--- src/core_pkg.sv ---
`default_nettype none

package core_pkg;

	typedef logic [31:0] word_t;
	typedef logic [4:0]  reg_addr_t;

	typedef enum logic [3:0] {
		op_none,
		op_lb,
		op_lh,
		op_lw,
		op_lbu,
		op_lhu,
		op_sb,
		op_sh,
		op_sw
	} mem_op_e;

	typedef enum logic [1:0] {
		wb_alu,
		wb_mem,
		wb_pc4
	} wb_sel_e;

	typedef struct packed {
		logic      valid;
		word_t     pc;
		word_t     alu_out;   // also the word address of a load or store.
		word_t     rs2_data;
		mem_op_e   mem_op;
		logic      rf_wen;
		wb_sel_e   wb_sel;
		reg_addr_t wb_addr;
	} ex_mem_t;

	typedef struct packed {
		logic      valid;
		word_t     pc;
		word_t     alu_out;
		word_t     read_data;
		logic      rf_wen;
		wb_sel_e   wb_sel;
		reg_addr_t wb_addr;
	} mem_wb_t;

endpackage

`default_nettype wire

--- src/writeback_stage.sv ---
`timescale 1ns/10ps
`default_nettype none

module writeback_stage (
	input  wire                    clk,
	input  wire                    rst_n,
	input  wire core_pkg::mem_wb_t mem_out,
	output logic                   rf_we,
	output core_pkg::reg_addr_t    rf_waddr,
	output core_pkg::word_t        rf_wdata
);

	core_pkg::word_t wb_value;

	always_comb begin
		case (mem_out.wb_sel)
			core_pkg::wb_mem: wb_value = mem_out.read_data;
			core_pkg::wb_pc4: wb_value = mem_out.pc + 32'd4;
			default:          wb_value = mem_out.alu_out;
		endcase
	end

	always_ff @(posedge clk or negedge rst_n) begin
		if (!rst_n) begin
			rf_we <= 1'b0;
		end else begin
			rf_we <= mem_out.valid && mem_out.rf_wen && (mem_out.wb_addr != '0);   // x0 stays zero.
		end
	end

	always_ff @(posedge clk) begin
		if (mem_out.valid) begin
			rf_waddr <= mem_out.wb_addr;
			rf_wdata <= wb_value;
		end
	end

endmodule

`default_nettype wire

--- config.mk ---
export PLATFORM = sky130hd
export DESIGN_NAME = writeback_stage
export DESIGN_NICKNAME = d
export VERILOG_FILES = /design/src/core_pkg.sv /design/src/writeback_stage.sv
export SDC_FILE = /design/constraint.sdc
export NUM_CORES = 1
export LEC_CHECK = 0
export BUFFER_PORTS_ARGS = -buffer_cell sky130_fd_sc_hd__buf_2
export CORE_MARGIN = 3
export CORE_UTILIZATION = 47
export CTS_CLUSTER_SIZE = 12
export DETAILED_ROUTE_END_ITERATION = 8
export GPL_ROUTABILITY_DRIVEN = 1
export PLACE_DENSITY = 0.95
export SYNTH_ARGS = -nofsm -noshare
export SYNTH_HDL_FRONTEND = slang
export SYNTH_SLANG_ARGS = --single-unit
--- constraint.sdc ---
create_clock -name clk -period 1 [get_ports clk]
set_input_delay 0.2 -clock clk [delete_from_list [all_inputs] [get_ports clk]]
set_output_delay 0.2 -clock clk [all_outputs]
set_load 0.01 [all_outputs]
==> results.cfg, run 1 <==
[run_status]
outcome = did not finish
haltStage = 5_1_grt
firstError = [ERROR DPL-0038] Utilization greater than 100%, impossible to legalize

[clock_network]
cts_made_buffers = 5
ctsRootBufferMaster = clkbuf_8
numClockSinks = 38
htree_levels = 2
cts_buffer_depth = 2

[yosys]
yosys_warnings = 0
synth_flop_cell = edfxtp_1
synth_area_um2 = 2380
synth_cell_types = 38
synth_nets = 338
post-synth-top-area-cell = edfxtp_1
synth_edf_count = 37
synth_area_leaders = edfxtp_1, a22oi_1, xnor2_1, o21ai_0, nand2_1
ys_seq_area_frac = 0.476
synth_top_area_frac = 0.466
syn_inst = 228
avgSynthCellArea_um2 = 10.5
async_flop_share = 0.0263
ys_ff_latch = 38

[placed_design]
place_area_um2 = 3720
io_buffers = 144
hpwl_um = 6900
place_congestion = 0.908

[global_route]
grt_max_degree = 25

[timing]
worstEpCategory = sequential cell input
grt_worst_setup_endpoint = rf_wdata[27]$_DFFE_PP_/D

[die]
fp-row-count = 25
dieWidth_um = 77.2
die_h_um = 77.2
ios = 145
start_util = 0.495
## Yosys cell counts (all sizes together), types with 2 or more instances
cell / instances
edfxtp: 37
o21ai: 26
a22oi: 23
nand2: 22
xnor2: 19
clkbuf: 12
inv: 12
nand3: 10
nand4: 9
xor2: 8
a21oi: 6
nor4: 6
and3: 5
nor2: 5
nor3: 5
a221oi: 3
ha: 3
o221ai: 3
and2: 2
and4: 2
or4: 2
## stage by stage
step,setup WS [ns],cells,utilization
after CTS,-0.338,508,0.941
after global placement,-0.900,479,0.771
after floorplan,-0.458,228,-
after detailed placement,-1.03,479,0.771
## what timing repair did
item                       in CTS
setup endpoints to repair      53
pin swaps                      35
setup buffers                  17
gates cloned                    3
gates resized for setup        95
hold endpoints to repair        1
hold buffers                    1
## kinds of logic after synthesis
group,count (synthesis),synth area share
buffers and inverters,24,0.0378
muxes,1,0.00472
xor gates and xnor gates,27,0.0992
DFF,38,0.476
AOI/OAI and AO/OA,65,0.177
adders and majority gates,3,0.0157
and+or+nand+nor,70,0.189
==> run 2, diff against run 1 <==
Settings changed: CORE_UTILIZATION 47 to 40, CTS_CLUSTER_SIZE 12 to not set, PLACE_DENSITY 0.95 to not set, PLACE_DENSITY_LB_ADDON set to 0.15.
==> run 2 against run 1 <==
The flow now finishes, with violations (setup timing). Synthesized cell count did not move. Synthesized area did not move.
==> results.cfg, run 2 <==
[clock_network]
cts_buffer_depth = 2
clk_pin_slew_ns = 0.07
cts_tree = yes
ctsRootBufferMaster = clkbuf_8
htree_levels = 2
cts_made_buffers = 5
numClockSinks = 38

[drt]
drt_iter0_drc = 253
antenna_left = 0
wl_per_cell_um = 19.6
routed_wl_um = 10200
dr.pass1.iters = 5
vias_per_cell = 5.61
dr_total_vias = 2902
drc_errors = 0

[pwr]
clock_power_share = 0.229
switchingPower_mw = 1.39
combPwrFrac = 0.341
p_int_mw = 3.25
cellPowerDensity_nw_per_um2 = 995
swShare = 0.299
p_leak_nw = 2.01
seq_power_share = 0.430
peakVddDrop_mv = 0.589

[yosys]
synth_nets = 338
synth_flop_cell = edfxtp_1
synth_edf_count = 37
syn_inst = 228
avgSynthCellArea_um2 = 10.5
yosys_warnings = 0
synth_cell_types = 38
synth_area_leaders = edfxtp_1, a22oi_1, xnor2_1, o21ai_0, nand2_1
yosysMostFrequentCell = edfxtp_1
synth_commonest_cells = edfxtp_1, a22oi_1, nand2_1, o21ai_0, xnor2_1
async_flop_share = 0.0263
synth_top_area_frac = 0.466
ys_ff_latch = 38
ys_seq_area_frac = 0.476
synth_area_um2 = 2380
post-synth-top-area-cell = edfxtp_1

[die]
start_util = 0.423
die_h_um = 83.2
dieArea_um2 = 6920
dieWidth_um = 83.2
core_um2 = 5640
fp-row-count = 27
ios = 145

[placed_design]
hpwl_um = 6290
place_area_um2 = 3790
dpl.cell_count = 487
io_buffers = 144
place_congestion = 0.867

[critical_path]
critPathCaptureType = flop
cp.required_ns = 1.02
crit_arrival_ns = 1.46
critPathLaunchType = primary input
crit_type = in -> reg
path_max_fanout = 2

[timing]
rsz0062_at_grt = true
slew_violations = 0
hold_viol_final = 0
tightest_slew_ns = 0.377
timing.final.crit_period_ns = 1.43
fmax_mhz = 698
slew_headroom = 0.746
finalWorstSetupSlack_ns = -0.433
setup_viol_count_final = 48
final.setup.tns_ns = -6.71
fin_crit_sh = 1.43

[global_route]
grt.overflow.total = 0
grt_pass1_wl_um = 13500
grt_pass1_vias = 2703
track_usage = 0.248
antenna_found_initial = 2
grt_max_degree = 24

[cells_and_area]
largest_reg_flops = 32
final_cell_mix = buf_2, buf_4, buf_6
seq_area_um2 = 1140
largest_registers = rf_wdata: 32 flops, rf_waddr: 5 flops, rf_we: 1 flops
multiInputGateArea_um2 = 1630
top_register = rf_wdata
final_common_cell = buf_2
nets = 552
fillers = 302
final_area_um2 = 4660
final_cells = 517
layout-drive-gt1-share = 0.675
area_delta_synth_final_pct = 95.6

[run_status]
outcome = finished with violations
violations = setup timing

[hold_path]
holdCritStartpoint = mem_out[0]
min_to = rf_waddr[0]
min_path_type = in -> reg
hold_depth = 1

[job]
maxCapViolCount = 0
==> run 2: cell counts after synthesis <==
Identical to the previous run, type by type.
==> run 2: layout make-up <==
type,instances,share of cell area
Clock buffer,5,0.0148
Inverter,12,0.0156
Sequential cell,38,0.244
Tap cell,72,0.0193
Antenna cell,2,0.00107
Clock inverter,3,0.00349
Multi-Input combinational cell,166,0.350
Timing Repair Buffer,219,0.352
==> run 2: routing by layer <==
metal,track usage,share of wire,wire length (µm)
met1,0.316,0.39,3960
met3,0.0556,0.093,949
met2,0.402,0.49,4950
met5,0,0,0
met4,0.110,0.029,293
==> run 2: through the flow <==
step | util | hold WS [ns] | power [mW] | setup slack [ns]
2_1_floorplan | - | -0.0956 | 2.60 | -0.458
3_3_place_gp | 0.673 | -0.0240 | 3.27 | -0.640
3_5_place_dp | 0.673 | -0.0249 | 3.30 | -0.646
4_1_cts | 0.762 | 0.0930 | 4.48 | -0.290
5_1_grt | 0.827 | 0.0902 | 4.83 | -0.485
6_report | 0.827 | 0.104 | 4.64 | -0.433
==> run 2: cells by family after synthesis <==
family	share of synthesized area
and+or+nand+nor	0.189
AOI/OAI and AO/OA	0.177
DFF	0.476
xor gates and xnor gates	0.0992
buffers and inverters	0.0378
adders and majority gates	0.0157
muxes	0.00472
==> run 2: worst max path at each step <==
stage / end / cells past startpoint / slack (ns) / from
floorplan: rf_wdata[29] / 5 / -0.46 / mem_out[84]
global placement: rf_wdata[22] / 8 / -0.64 / mem_out[74]
detailed placement: rf_wdata[22] / 8 / -0.65 / mem_out[74]
CTS: rf_wdata[29] / 6 / -0.29 / mem_out[93]
global route: rf_wdata[31] / 8 / -0.49 / mem_out[81]
finish: rf_wdata[31] / 8 / -0.43 / mem_out[81]
==> run 2: timing repair <==
action,4_1_cts,5_1_grt
resized for setup,74,51
pin swaps,34,41
hold endpoints to repair,1,0
endpoints found under the setup margin,55,66
hold buffers,1,0
setup buffers,7,13
==> run 2: power groups by stage <==
| stage | Sequential (mW) | Combinational [mW] | Clock (mW) |
|---|---|---|---|
| after CTS | 1.99 | 1.42 | 1.07 |
| after global routing | 2.01 | 1.68 | 1.15 |
| after detailed placement | 2.03 | 1.27 | 0 |
| final | 2.00 | 1.58 | 1.06 |
| after global placement | 2.02 | 1.25 | 0 |
| after floorplan | 2.13 | 0.470 | 0 |
==> run 2: critical path: stages <==
cell and delay (ns):
buf_6 0.07, buf_4 0.10, buf_6 0.09, nand4_1 0.15, nor3_2 0.30, nand4_1 0.24, xor2_1 0.19, o221ai_1 0.12
Note: power is estimated with default switching activity, not from simulation.
==> run 3, diff against run 2 <==
Settings changed: CAP_MARGIN set to 10, CORE_UTILIZATION 40 to 47.
==> run 3 against run 2 <==
The flow now stops in 5_1_grt. Synthesized area stayed put. Synthesized cell count unchanged.
==> results.cfg, run 3 <==
[global_route]
grt.overflow.total = 214
grt_max_degree = 39
track_usage = 0.851

[yosys]
synth_edf_count = 37
ys_ff_latch = 38
synth_nets = 338
async_flop_share = 0.0263
yosysMostFrequentCell = edfxtp_1
yosys_warnings = 0
post-synth-top-area-cell = edfxtp_1
synth_flop_cell = edfxtp_1
ys_seq_area_frac = 0.476
synth_area_leaders = edfxtp_1, a22oi_1, xnor2_1, o21ai_0, nand2_1
synth_commonest_cells = edfxtp_1, a22oi_1, nand2_1, o21ai_0, xnor2_1
synth_cell_types = 38
syn_inst = 228
synth_area_um2 = 2380
avgSynthCellArea_um2 = 10.5
synth_top_area_frac = 0.466

[timing]
grt_worst_setup_endpoint = rf_wdata[19]$_DFFE_PP_/D
worstEpCategory = sequential cell input

[die]
start_util = 0.495
fp-row-count = 25
ios = 145
die_h_um = 77.2
dieWidth_um = 77.2

[placed_design]
place_area_um2 = 3810
hpwl_um = 6290
io_buffers = 144
dp_slack_ns = -0.644
place_congestion = 0.848

[clock_network]
htree_levels = 2
ctsRootBufferMaster = clkbuf_8
cts_buffer_depth = 2
numClockSinks = 38
cts_made_buffers = 5

[run_status]
outcome = did not finish
haltStage = 5_1_grt
firstError = [ERROR GRT-0232] Routing congestion too high. Check the congestion heatmap in the GUI.
run 3: cell counts after synthesis:
Identical to the previous run, type by type.
run 3: cells by family after synthesis:
kind of cell             share of synthesized area
multiplexers                               0.00472
flip-flops                                   0.476
buffers and inverters                       0.0378
XOR/XNOR                                    0.0992
AO/OA/AOI/OAI                                0.177
adder cells (fa/ha/maj)                     0.0157
AND/OR/NAND/NOR                              0.189
run 3: layer usage:
layer,GRT overflow,track usage
met1,0,0.826
met2,123,1.04
met5,0,0.173
met3,1,0.634
met4,90,0.986
run 3: repair_timing:
item,CTS
gates cloned,1
endpoints found under the hold margin,1
hold buffers,1
resized for setup,78
setup buffers,10
pin swaps,34
endpoints found under the setup margin,48
run 3: through the flow:
step                TNS [ns]  instances   util
floorplan              -9.29        228      -
global placement      -15.82        486  0.790
detailed placement    -16.58        486  0.790
CTS                    -5.50        505  0.914
