**src/core_pkg.sv**
```systemverilog
`default_nettype none

package core_pkg;

	typedef logic [31:0] word_t;
	typedef logic [4:0]  reg_addr_t;

	typedef enum logic [3:0] {
		op_none,
		op_lb,
		op_lh,
		op_lw,
		op_lbu,
		op_lhu,
		op_sb,
		op_sh,
		op_sw
	} mem_op_e;

	typedef enum logic [1:0] {
		wb_alu,
		wb_mem,
		wb_pc4
	} wb_sel_e;

	typedef struct packed {
		logic      valid;
		word_t     pc;
		word_t     alu_out;   // also the word address of a load or store.
		word_t     rs2_data;
		mem_op_e   mem_op;
		logic      rf_wen;
		wb_sel_e   wb_sel;
		reg_addr_t wb_addr;
	} ex_mem_t;

	typedef struct packed {
		logic      valid;
		word_t     pc;
		word_t     alu_out;
		word_t     read_data;
		logic      rf_wen;
		wb_sel_e   wb_sel;
		reg_addr_t wb_addr;
	} mem_wb_t;

endpackage

`default_nettype wire

```
**src/mem_bus_pkg.sv**
```systemverilog
`default_nettype none

package mem_bus_pkg;

	typedef enum logic [1:0] {
		cmd_nop,
		cmd_read,
		cmd_write
	} mem_cmd_e;

	typedef logic [3:0] byte_mask_t;

	typedef struct packed {
		mem_cmd_e        cmd;
		core_pkg::word_t addr;
		core_pkg::word_t wdata;
		byte_mask_t      wmask;   // lane 0 is bits 7:0.
	} mem_req_t;

endpackage

`default_nettype wire

```
**src/mem_stage.sv**
```systemverilog
`timescale 1ns/10ps
`default_nettype none

module mem_stage (
	input  wire                    clk,
	input  wire                    rst_n,
	input  wire core_pkg::ex_mem_t ex_in,
	output logic                   stall,
	output core_pkg::mem_wb_t      mem_out,
	output mem_bus_pkg::mem_req_t  mem_req,
	input  wire                    cmd_ready,
	input  wire core_pkg::word_t   rdata,
	input  wire                    rdata_valid
);

	typedef enum logic [1:0] {
		st_wait,
		st_wait_ready,
		st_wait_valid,
		st_end
	} state_e;

	state_e            state;
	core_pkg::ex_mem_t held;        // instruction in flight.
	core_pkg::word_t   load_data;
	logic              held_store;
	logic              ex_mem_op;

	function automatic core_pkg::word_t extend_load(input core_pkg::mem_op_e op,
			input core_pkg::word_t data);
		case (op)
			core_pkg::op_lb:  extend_load = {{24{data[7]}}, data[7:0]};
			core_pkg::op_lbu: extend_load = {24'b0, data[7:0]};
			core_pkg::op_lh:  extend_load = {{16{data[15]}}, data[15:0]};
			core_pkg::op_lhu: extend_load = {16'b0, data[15:0]};
			default:          extend_load = data;
		endcase
	endfunction

	function automatic mem_bus_pkg::byte_mask_t store_mask(input core_pkg::mem_op_e op);
		case (op)
			core_pkg::op_sb: store_mask = 4'b0001;
			core_pkg::op_sh: store_mask = 4'b0011;
			core_pkg::op_sw: store_mask = 4'b1111;
			default:         store_mask = 4'b0000;
		endcase
	endfunction

	function automatic core_pkg::mem_wb_t pass_down(input core_pkg::ex_mem_t ex,
			input core_pkg::word_t read_data);
		pass_down = '{
			valid:     ex.valid,
			pc:        ex.pc,
			alu_out:   ex.alu_out,
			read_data: read_data,
			rf_wen:    ex.rf_wen,
			wb_sel:    ex.wb_sel,
			wb_addr:   ex.wb_addr
		};
	endfunction

	assign ex_mem_op  = ex_in.valid && (ex_in.mem_op != core_pkg::op_none);
	assign held_store = held.mem_op inside {core_pkg::op_sb, core_pkg::op_sh, core_pkg::op_sw};

	always_comb begin
		case (state)
			st_wait: stall = ex_mem_op;
			st_end:  stall = 1'b0;   // source moves on from here.
			default: stall = 1'b1;
		endcase
	end

	always_ff @(posedge clk or negedge rst_n) begin
		if (!rst_n) begin
			state         <= st_wait;
			mem_req.cmd   <= mem_bus_pkg::cmd_nop;
			mem_out.valid <= 1'b0;
		end else begin
			mem_out.valid <= 1'b0;
			case (state)
				st_wait: begin
					mem_out       <= pass_down(ex_in, '1);
					mem_out.valid <= ex_in.valid && !ex_mem_op;
					if (ex_mem_op) begin
						state <= st_wait_ready;
					end
				end
				st_wait_ready: begin
					if (mem_req.cmd != mem_bus_pkg::cmd_nop) begin   // on the bus this cycle.
						mem_req.cmd <= mem_bus_pkg::cmd_nop;
						state       <= held_store ? st_end : st_wait_valid;
					end else if (cmd_ready) begin
						mem_req.cmd   <= held_store ? mem_bus_pkg::cmd_write
							: mem_bus_pkg::cmd_read;
						mem_req.addr  <= held.alu_out;
						mem_req.wdata <= held.rs2_data;
						mem_req.wmask <= store_mask(held.mem_op);
					end
				end
				st_wait_valid: begin
					if (rdata_valid) begin
						state <= st_end;
					end
				end
				st_end: begin
					mem_out <= pass_down(held, held_store ? '1 : load_data);
					state   <= st_wait;
				end
				default: state <= st_wait;
			endcase
		end
	end

	always_ff @(posedge clk) begin
		if (state == st_wait && ex_mem_op) begin
			held <= ex_in;
		end
		if (state == st_wait_valid && rdata_valid) begin
			load_data <= extend_load(held.mem_op, rdata);
		end
	end

	a_cmd_ready: assert property (@(posedge clk) disable iff (!rst_n)
		mem_req.cmd != mem_bus_pkg::cmd_nop |-> cmd_ready)
		else $error("mem_stage: command issued while the RAM is busy.");

	a_hold: assert property (@(posedge clk) disable iff (!rst_n)
		stall |=> $stable(ex_in))
		else $error("mem_stage: ex_in changed during stall.");

	a_rvalid: assert property (@(posedge clk) disable iff (!rst_n)
		rdata_valid |-> state == st_wait_valid)
		else $error("mem_stage: unexpected rdata_valid.");

endmodule

`default_nettype wire

```
**config.mk**
```make
export PLATFORM = sky130hd
export DESIGN_NAME = mem_stage
export DESIGN_NICKNAME = d
export VERILOG_FILES = /design/src/core_pkg.sv /design/src/mem_bus_pkg.sv /design/src/mem_stage.sv
export SDC_FILE = /design/constraint.sdc
export NUM_CORES = 1
export LEC_CHECK = 0
export BUFFER_PORTS_ARGS = -buffer_cell sky130_fd_sc_hd__buf_2
export CORE_MARGIN = 4
export CORE_UTILIZATION = 56
export DETAILED_ROUTE_END_ITERATION = 8
export GPL_TIMING_DRIVEN = 0
export PLACE_DENSITY_LB_ADDON = 0.05
export SLEW_MARGIN = 15
export SYNTH_ARGS = -nofsm -noshare
export SYNTH_HDL_FRONTEND = slang
export SYNTH_SLANG_ARGS = --single-unit
```
**constraint.sdc**
```tcl
create_clock -name clk -period 17.45 [get_ports clk]
set_input_delay 3.49 -clock clk [delete_from_list [all_inputs] [get_ports clk]]
set_output_delay 3.49 -clock clk [all_outputs]
set_load 0.02 [all_outputs]
```
==> flow_summary_export.csv, run 1 <==
group,metric,value,unit
power,switching_share,34.78,%
detailed_routing,firstDrtPassIters,5,
floorplan,core,0.01972,mm2
clocking,cts_resized,0,
clocking,root_buffer,"clkbuf_16",
detailed_routing,topRoutingLayerUsed,"met5",
final_layout,area_growth,28.04,%
yosys,synth_edf_count,312,
yosys,async_flop_share,1.577,%
job,drv_cap,0,
detailed_routing,drtIter0Drc,464,
final_layout,nets,1151,
detailed_routing,met1_length,10230,um
critical_path,cp-end-kind,"primary output",
power,p_seq_share,43.7,%
critical_path,cpPeakStageDelay,0.95,ns
detailed_routing,wl,27270,um
power,peakVddDrop,0.1063,mV
sta,max_freq,112.1,MHz
power,power_frac_clock,24.3,%
clocking,cts_setup_buffers,0,
final_layout,finish.instance_area,0.01455,mm2
clocking,cts-hold-fix-buffers,0,
run_status,status,"finished, final reports clean",
yosys,yosys_most_used_dff,"edfxtp_1",
clocking,clk_path_buf_depth,3,
power,power.density,185.9,mW/mm2
power,p_int,1.765,mW
critical_path,path_common_cell,"buf_2",
min_path,hp-class,"reg2reg",
sta,slew_violations,0,
clocking,clk_latency,0.55,ns
critical_path,path_class,"in2out",
clocking,cts_tree,"done",
sta,tns,0,ns
critical_path,worstPathCellList,"buf_2 > nor4_1 > nor2_4 > buf_16 > or2_2 > buf_2",
yosys,yosysWarnings,0,
yosys,synth.avg_cell_area,17.79,um2
critical_path,crit_family,"simple AND/OR/NAND/NOR gates",
detailed_routing,drc,0,
clocking,numCtsBuffers,31,
global_routing,grt.overflow.total,0,
detailed_routing,vias,7057,
detailed_routing,via_per_inst,5.449,
sta,max_slew_margin,24.13,%
floorplan,io_pins,321,
detailed_routing,wl_met3,2747,um
sta,worst_slew_pin_slew,1.128,ns
yosys,synth_cells,639,
critical_path,worst-path-max-fanout,22,
floorplan,die-area,0.02264,mm2
final_layout,n_fill_cell,1260,
critical_path,critPathLaunchType,"input pin",
placement,hpwl,19040,um
sta,finClkSkew,0.01674,ns
yosys,synth_nets,789,
critical_path,r2r_slack,14.73,ns
floorplan,die_h,150.5,um
detailed_routing,drtAntennaViolNets,0,
clocking,cts.sinks,317,
floorplan,start_util,57.65,%
sta,finalCritPeriodShare,51.13,%
floorplan,std_cell_rows,51,
yosys,yosysSeqAreaShare,83.52,%
yosys,ys_seq_elements,317,
global_routing,antenna_found_initial,2,
global_routing,grt_start_max_net_pins,37,
detailed_routing,wl_met2,13450,um
critical_path,cpMaxStageDelayCell,"nor4_1",
sta,fin_crit,8.921,ns
global_routing,grt_pass1_vias,7079,
power,power.switching,0.9410,mW
power,power_leakage,5.640,nW
placement,port_buffers,320,
global_routing,grt_pass1_wl,40320,um
final_layout,utilization,73.81,%
critical_path,worstPathRequired,13.96,ns
detailed_routing,routedWlPerCell,21.06,um
floorplan,die_w,150.5,um
yosys,syn-cell-area,0.01137,mm2
yosys,synth_cell_type_count,39,
sta,final-setup-viol-count,0,
power,combPwrFrac,32.1,%
clocking,cts.clk_slew.worst_paths,0.06,ns
global_routing,grtUsageTotal,23.39,%
placement,place_congestion,0.7889,
sta,grt_setup_unrepaired,"no",
final_layout,drive_gt1_share,38.79,%
sta,finalHoldViolCount,0,
clocking,htree_levels,1,
placement,placed_area,0.01353,mm2
critical_path,arrival,5.43,ns
critical_path,critPathBufInv,3,
## logic make-up (layout without fill, tap and decap cells)
kind of cell / Yosys count / in the layout / synth area share, %
xor+xnor: 1 / 1 / 0.07706
simple gates: 95 / 95 / 3.720
fa+ha+maj: 5 / 5 / 0.5504
other cells: 0 / 4 / 0
flops: 317 / 317 / 83.52
buf+inv: 49 / 436 / 2.080
compound gates: 172 / 172 / 10.05
## state kept, by name, indices dropped and copies added (netlist names)
| name | flops |
|---|---|
| mem_req | 69 |
| mem_out | 105 |
| state | 2 |
| load_data | 32 |
| held | 109 |
## final timing paths
check	end	start	cells after the start
worst max register to register	mem_out[76]	state[0]	6
worst min-delay path	mem_req[5]	held[13]	0
worst min register to register	mem_req[5]	held[13]	0
max in group asynchronous	state[1]	rst_n	1
min in group asynchronous	mem_req[69]	rst_n	1
worst max-delay path	stall	ex_in[9]	6
## cell usage in the layout (no fill, tap or decap), drive strengths merged, types with 2 or more instances in the layout
cell / instances
buf: 346
edfxtp: 312
nor2: 74
a22oi: 72
clkbuf: 62
o21ai: 36
a21oi: 32
a21o: 25
clkinv: 16
inv: 7
ha: 5
dfrtp: 5
diode: 4
nand2: 4
bufinv: 4
nor2b: 3
nand3b: 2
or3: 2
nand3: 2
and3: 2
## routing by layer
metal	vias to the layer above	global-route usage [%]
met5	-	0
met4	2	7.045
met3	59	6.020
met2	346	38.75
met1	3422	30.85
li1	3228	-
## power by group through the flow
stage | clock network (mW) | registers, mW | logic (mW)
floorplan | 0 | 1.38 | 0.354
global placement | 0 | 1.23 | 0.797
detailed placement | 0 | 1.19 | 0.872
CTS | 0.667 | 1.18 | 0.876
global route | 0.702 | 1.20 | 0.942
finish | 0.657 | 1.18 | 0.868
## area by class of cell
class,instances,area (um2),share of cell area [%]
clock inverter,22,217.7,1.496
multi-input combinational,273,1658,11.39
tap,265,331.6,2.278
sequential,317,9494,65.23
clock buffer,36,794.5,5.459
timing repair buffer,329,1812,12.45
antenna,4,10.01,0.06878
inverter,6,22.52,0.1547
buffer,43,214.0,1.470
## through the flow
stage	hold slack (ns)	power, mW	instances	setup WS (ns)
final	0.4178	2.706	1295	8.529
after detailed placement	0.4045	2.066	1233	8.593
after CTS	0.4189	2.726	1291	8.579
after global placement	0.4001	2.030	1224	2.604
after floorplan	0.4003	1.737	639	5.132
after global routing	0.4245	2.843	1292	8.508
## cell usage after synthesis, types with 2 or more instances
cell type / n / share of area, %
buf_4: 2 / 0.13
edfxtp_1: 312 / 82
nand2_1: 4 / 0.13
ha_1: 5 / 0.55
buf_1: 8 / 0.26
o21ai_0: 10 / 0.44
and3_1: 2 / 0.11
a21o_1: 25 / 1.7
buf_2: 3 / 0.13
nand3b_1: 2 / 0.13
clkbuf_1: 26 / 0.86
a21oi_1: 32 / 1.4
o21ai_1: 24 / 1.1
o21ai_2: 2 / 0.15
buf_8: 3 / 0.40
inv_1: 6 / 0.20
nor2_1: 74 / 2.4
dfrtp_1: 5 / 1.1
nor2b_1: 3 / 0.17
a22oi_1: 72 / 4.8
Note: power is estimated with default switching activity, not from simulation.
==> inputs of run 2 (changes only) <==
--- a/config.mk
+++ b/config.mk
@@ -7,7 +7,7 @@
 export LEC_CHECK = 0
 export BUFFER_PORTS_ARGS = -buffer_cell sky130_fd_sc_hd__buf_2
 export CORE_MARGIN = 4
-export CORE_UTILIZATION = 56
+export CORE_UTILIZATION = 52
 export DETAILED_ROUTE_END_ITERATION = 8
 export GPL_TIMING_DRIVEN = 0
 export PLACE_DENSITY_LB_ADDON = 0.05
==> constraint.sdc (replaced) <==
create_clock -name clk -period 8.6 [get_ports clk]
set_input_delay 1.72 -clock clk [delete_from_list [all_inputs] [get_ports clk]]
set_output_delay 1.72 -clock clk [all_outputs]
set_load 0.02 [all_outputs]
==> run 2 against run 1 <==
Against the previous run:
- via count shrank 0.23%
- sequential power up 100%
- power up 100%
- critical path type unchanged
==> flow_summary_export.csv, run 2 (synthesis results as in run 1) <==
group,metric,value,unit
critical_path,worst-path-max-fanout,18,
final_layout,drive_gt1_share,38.27,%
clocking,cts_tree,"done",
sta,max_slew_margin,27.90,%
min_path,holdPathEnd,"mem_req[17]",
clocking,numCtsBuffers,34,
sta,final-setup-viol-count,0,
clocking,cts-hold-fix-buffers,0,
sta,fin_crit,5.343,ns
power,p_int,3.607,mW
final_layout,largest_reg_flops,109,
sta,max_freq,187.2,MHz
global_routing,antenna_found_initial,4,
global_routing,grt_pass1_wl,40680,um
clocking,cts.clk_slew.worst_paths,0.06,ns
final_layout,layout_common_cells,"323 x buf_2, 312 x edfxtp_1, 73 x nor2_1",
floorplan,die-area,0.02429,mm2
final_layout,largest-register,"held",
floorplan,core,0.02129,mm2
final_layout,utilization,68.64,%
critical_path,r2r_slack,5.66,ns
sta,finalHoldViolCount,0,
critical_path,arrival,3.62,ns
min_path,min_path_cells,0,
critical_path,critPathLaunchType,"input pin",
sta,hold_slack,0.4171,ns
detailed_routing,drtIter0Drc,417,
clocking,cts.sinks,317,
placement,place_inst,1243,
power,p_seq_share,43.3,%
clocking,clk_path_buf_depth,3,
global_routing,grt_start_max_net_pins,48,
power,combPwrFrac,32.0,%
final_layout,area_growth,28.53,%
clocking,htree_levels,2,
placement,port_buffers,320,
power,power_frac_clock,24.7,%
floorplan,die_w,155.9,um
clocking,cts_resized,0,
power,power_leakage,5.659,nW
sta,grt_setup_unrepaired,"no",
min_path,hp-class,"reg2reg",
clocking,cts_setup_buffers,0,
sta,finClkSkew,0.01458,ns
detailed_routing,routedWlPerCell,20.61,um
placement,hpwl,18740,um
final_layout,n_fill_cell,1509,
critical_path,cp-end-kind,"primary output",
final_layout,top_regs,"held (109), mem_out (105), mem_req (69)",
job,drv_cap,0,
global_routing,grtUsageTotal,21.84,%
placement,place_congestion,0.7532,
final_layout,fin_cells,1306,
critical_path,reg2reg_from,"state[0]",
critical_path,path_class,"in2out",
sta,finalCritPeriodShare,62.12,%
detailed_routing,firstDrtPassIters,5,
power,power.switching,1.907,mW
critical_path,worstPathRequired,6.88,ns
min_path,min-delay-start,"held[25]",
run_status,status,"finished, final reports clean",
power,power.density,377.4,mW/mm2
floorplan,std_cell_rows,53,
final_layout,final_common_cell,"buf_2",
critical_path,reg2reg_depth,7,
global_routing,grt.overflow.total,0,
critical_path,reg2reg_to,"mem_out[0]",
global_routing,grt_pass1_vias,7096,
floorplan,start_util,53.40,%
detailed_routing,wl,26920,um
floorplan,die_h,155.9,um
detailed_routing,drc,0,
detailed_routing,vias,7041,
sta,slew_violations,0,
sta,worst_slew_pin_slew,1.072,ns
clocking,clk_latency,0.50,ns
final_layout,register_area,0.009494,mm2
detailed_routing,via_per_inst,5.391,
floorplan,io_pins,321,
power,switching_share,34.58,%
final_layout,nets,1154,
clocking,root_buffer,"clkbuf_16",
final_layout,multi_input_area,0.001658,mm2
detailed_routing,drtAntennaViolNets,0,
power,peakVddDrop,0.2363,mV
run 2: changes by cell type in the layout (fill, tap and decap cells not counted):
cell	delta
buf_16	+2
clkbuf_16	+6
clkinv_1	+6
clkinv_4	-2
clkinvlp_4	-1
buf_12	-2
bufinv_16	-3
inv_6	-1
clkinv_2	-4
run 2: power groups by stage:
stage | sequential (mW) | combinational, mW | clock [mW]
3_5_place_dp | 2.41 | 1.79 | 0
6_report | 2.39 | 1.77 | 1.36
4_1_cts | 2.39 | 1.80 | 1.38
2_1_floorplan | 2.80 | 0.718 | 0
3_3_place_gp | 2.49 | 1.65 | 0
5_1_grt | 2.42 | 1.93 | 1.45
run 2: metal layers:
layer | vias up | part of all wire [%] | track usage (%)
met3 | 43 | 9.7 | 6.713
li1 | 3227 | - | -
met5 | - | 0.052 | 0
met2 | 304 | 51 | 36.52
met4 | 4 | 2.0 | 6.461
met1 | 3463 | 37 | 27.83
run 2: cell type report:
class	instances	share of cell area, %
Multi-Input combinational cell	273	11.35
Antenna cell	4	0.06851
Clock buffer	42	6.466
Inverter	6	0.1541
Tap cell	275	2.355
Timing Repair Buffer	329	12.50
Clock inverter	17	0.6594
Buffer	43	1.464
Sequential cell	317	64.98
run 2: worst max-delay path, cell delays in order:
cell and delay, ns:
buf_2 0.11, nor4_1 0.90, nor2_4 0.34, or2_2 0.38
buf_2 0.16
run 2: worst max path at each step:
| stage | from | end | slack (ns) | cells past startpoint |
|---|---|---|---|---|
| after floorplan | ex_in[9] | stall | 1.75 | 3 |
| after global placement | rst_n | mem_out[78] | -1.16 | 2 |
| after detailed placement | ex_in[8] | stall | 3.29 | 5 |
| after CTS | ex_in[8] | stall | 3.26 | 5 |
| after global routing | ex_in[9] | stall | 3.16 | 5 |
| final | ex_in[8] | stall | 3.26 | 5 |
run 2: stage by stage:
stage	cell area, um2	setup TNS (ns)	total power, mW	worst slack (ns)
detailed placement	13560	0	4.208	3.288
finish	14610	0	5.514	3.257
global route	14610	0	5.803	3.157
CTS	14600	0	5.571	3.259
floorplan	11370	0	3.515	1.751
global placement	13320	-120.55	4.147	-1.162
==> inputs of run 3 (changes only) <==
--- a/config.mk
+++ b/config.mk
@@ -5,6 +5,7 @@
 export SDC_FILE = /design/constraint.sdc
 export NUM_CORES = 1
 export LEC_CHECK = 0
+export ABC_AREA = 1
 export BUFFER_PORTS_ARGS = -buffer_cell sky130_fd_sc_hd__buf_2
 export CORE_MARGIN = 4
 export CORE_UTILIZATION = 52
==> constraint.sdc (replaced) <==
create_clock -name clk -period 5.5 [get_ports clk]
set_input_delay 1.1 -clock clk [delete_from_list [all_inputs] [get_ports clk]]
set_output_delay 1.1 -clock clk [all_outputs]
set_load 0.02 [all_outputs]
==> run 3 against run 2 <==
Against the previous run:
- sequential power rose by 57%
- hold slack barely moved
- sequential share of layout area shrank 1.8 points
- via count rose by 5.0%
- first-iteration DRC count is 18% higher
- setup slack worse by 1.0 ns
- die area is 2.9% higher
- final cell count is 12% higher
- non-clock buffer count grew 3
- global-route usage down 0.88 points
- synthesized cell count increased by 23%
- largest power group unchanged
- highest routed layer unchanged
==> flow_summary_export.csv, run 3 <==
group,metric,value,unit
run_status,status,"finished, final reports clean",
detailed_routing,firstDrtPassIters,5,
critical_path,arrival,2.16,ns
placement,place_inst,1398,
job,drv_cap,0,
critical_path,worst-path-max-fanout,10,
yosys,synth_nets,937,
clocking,clk_path_buf_depth,3,
final_layout,final_common_cell,"buf_2",
global_routing,antenna_found_initial,5,
global_routing,use_met2,34.95,%
clocking,cts.sinks,317,
global_routing,grt_pass1_wl,39900,um
global_routing,globalRouteMet1Util,26.82,%
floorplan,start_util,53.21,%
yosys,synth.largest_area_cell,"edfxtp_1",
sta,finClkSkew,0.01168,ns
placement,place_congestion,0.7957,
floorplan,io_pins,321,
clocking,cts.clk_slew.worst_paths,0.06,ns
yosys,yosysWarnings,0,
floorplan,core,0.02203,mm2
sta,grt_setup_unrepaired,"no",
detailed_routing,via_per_inst,5.076,
sta,slew_violations,0,
detailed_routing,wl,27290,um
critical_path,cp-end-kind,"primary output",
yosys,ys_top_cells_by_area,"edfxtp_1 80%, nand2_1 7.3%, a21oi_1 4.5%, nand3b_1 2.0%, dfrtp_1 1.1%",
final_layout,largest-register,"held",
placement,placed_area,0.01397,mm2
clocking,numCtsBuffers,34,
yosys,yosysTopAreaCellShare,79.94,%
critical_path,worstPathRequired,4.40,ns
final_layout,layout_common_cells,"337 x buf_2, 312 x edfxtp_1, 227 x nand2_1",
global_routing,grt_start_max_net_pins,33,
detailed_routing,drtIter0Drc,493,
floorplan,std_cell_rows,54,
global_routing,busiest_layer,"met2",
yosys,yosys_most_used_dff,"edfxtp_1",
global_routing,grt.overflow.total,0,
sta,fin_crit,3.264,ns
detailed_routing,drc,0,
clocking,cts_tree,"done",
placement,port_buffers,320,
critical_path,path_class,"reg2out",
yosys,synth_top_family_by_area,"simple AND/OR/NAND/NOR gates",
final_layout,largest_reg_flops,109,
sta,max_freq,306.4,MHz
detailed_routing,routedWlPerCell,18.73,um
yosys,synthMuxAreaShare,0,%
final_layout,nets,1304,
power,power.density,575.4,mW/mm2
sta,tns,0,ns
sta,max_slew_margin,50.58,%
yosys,synthXorXnorAreaFrac,0,%
global_routing,grt_pass1_vias,7259,
critical_path,reg2reg_from,"state[0]",
yosys,async_flop_share,1.577,%
global_routing,grtUsageTotal,20.96,%
final_layout,area_growth,28.13,%
critical_path,critPathLaunchType,"register",
floorplan,die_h,158.1,um
clocking,cts_resized,0,
final_layout,n_fill_cell,1618,
clocking,clk_latency,0.49,ns
sta,final-setup-viol-count,0,
global_routing,grt_util_met3,5.850,%
floorplan,die-area,0.02501,mm2
yosys,syn-cell-area,0.01172,mm2
yosys,yosys.area_share.simple,11.07,%
yosys,synth_most_common_cell,"edfxtp_1",
yosys,synth_cell_type_count,27,
floorplan,die_w,158.1,um
yosys,synth_cells,787,
yosys,ys_seq_elements,317,
final_layout,finish.instance_area,0.01502,mm2
final_layout,top_regs,"held (109), mem_out (105), mem_req (69)",
detailed_routing,vias,7396,
yosys,synth_common_cells,"312 x edfxtp_1, 227 x nand2_1, 105 x a21oi_1",
yosys,synth_compound_area_share,4.964,%
critical_path,crit_start,"state[0]",
sta,finalCritPeriodShare,59.34,%
detailed_routing,drtAntennaViolNets,0,
sta,worst_slew_pin_slew,0.7396,ns
clocking,cts-hold-fix-buffers,0,
yosys,yosysSeqAreaShare,81.01,%
placement,hpwl,19720,um
sta,hold_slack,0.4166,ns
power,power_leakage,5.895,nW
clocking,root_buffer,"clkbuf_16",
min_path,hp-class,"in2async",
yosys,synth_edf_count,312,
final_layout,fin_cells,1457,
clocking,htree_levels,2,
power,peakVddDrop,0.2666,mV
yosys,synthAdderAreaFrac,0.5338,%
sta,finalHoldViolCount,0,
yosys,synth.avg_cell_area,14.89,um2
clocking,cts_setup_buffers,0,
final_layout,drive_gt1_share,35.49,%
final_layout,utilization,68.18,%
[run 3: cell types whose count changed after synthesis, moves of 14 or more]
cell	delta
a21o_1	-25
a21oi_1	+73
o21ai_1	-24
nand3b_1	+30
a22oi_1	-72
nand2_1	+223
buf_2	+14
nor2_1	-66
[run 3: routing by layer]
layer  up-vias  routed length (um)
met2       315               13270
met4         6                 675
met3        54                2395
met5         -                  28
li1       3564                   -
met1      3457               10930
[run 3: path summary, 6_finish.rpt]
kind                                to  slack, ns  cells past startpoint
max                              stall       2.24                      7
min                           state[1]       0.42                      1
max reg2reg                mem_out[92]       2.78                      7
min reg2reg                mem_req[25]       0.42                      0
max in group asynchronous  mem_req[69]       4.93                      1
min in group clk           mem_req[25]       0.42                      0
[run 3: final cells by class]
class                           instances  area, um2  area share, %
Clock inverter                         15      92.59         0.6166
Sequential cell                       317       9494          63.22
Buffer                                 44      224.0          1.491
Tap cell                              280      350.3          2.333
Multi-Input combinational cell        410       1964          13.08
Clock buffer                           42      944.7          6.291
Timing Repair Buffer                  331       1882          12.53
Inverter                               16      60.06         0.3999
Antenna cell                            2      5.005        0.03333
[run 3: logic make-up after synthesis]
group / after synthesis
flip-flops: 317
AND/OR/NAND/NOR: 291
AO/OA/AOI/OAI: 114
buffers and inverters: 60
adder cells (fa/ha/maj): 5
[run 3: stage by stage]
| step | setup WS, ns | total power [mW] |
|---|---|---|
| detailed placement | 2.484 | 6.605 |
| global route | 2.049 | 9.110 |
| CTS | 2.182 | 8.733 |
| floorplan | 0.9627 | 5.485 |
| finish | 2.236 | 8.640 |
| global placement | -0.7819 | 6.479 |
[run 3: worst max-delay path, stage by stage, from the launching register on]
cell,delay [ns]
dfrtp_1,0.42
inv_1,0.11
ha_1,0.28
buf_2,0.21
buf_2,0.27
inv_1,0.07
o21ai_0,0.09
buf_2,0.22
[run 3: report_power, final]
group | total, mW | internal [mW] | switching (mW)
Combinational | 2.78 | 0.803 | 1.98
Clock | 2.11 | 1.26 | 0.855
Sequential | 3.75 | 3.57 | 0.178
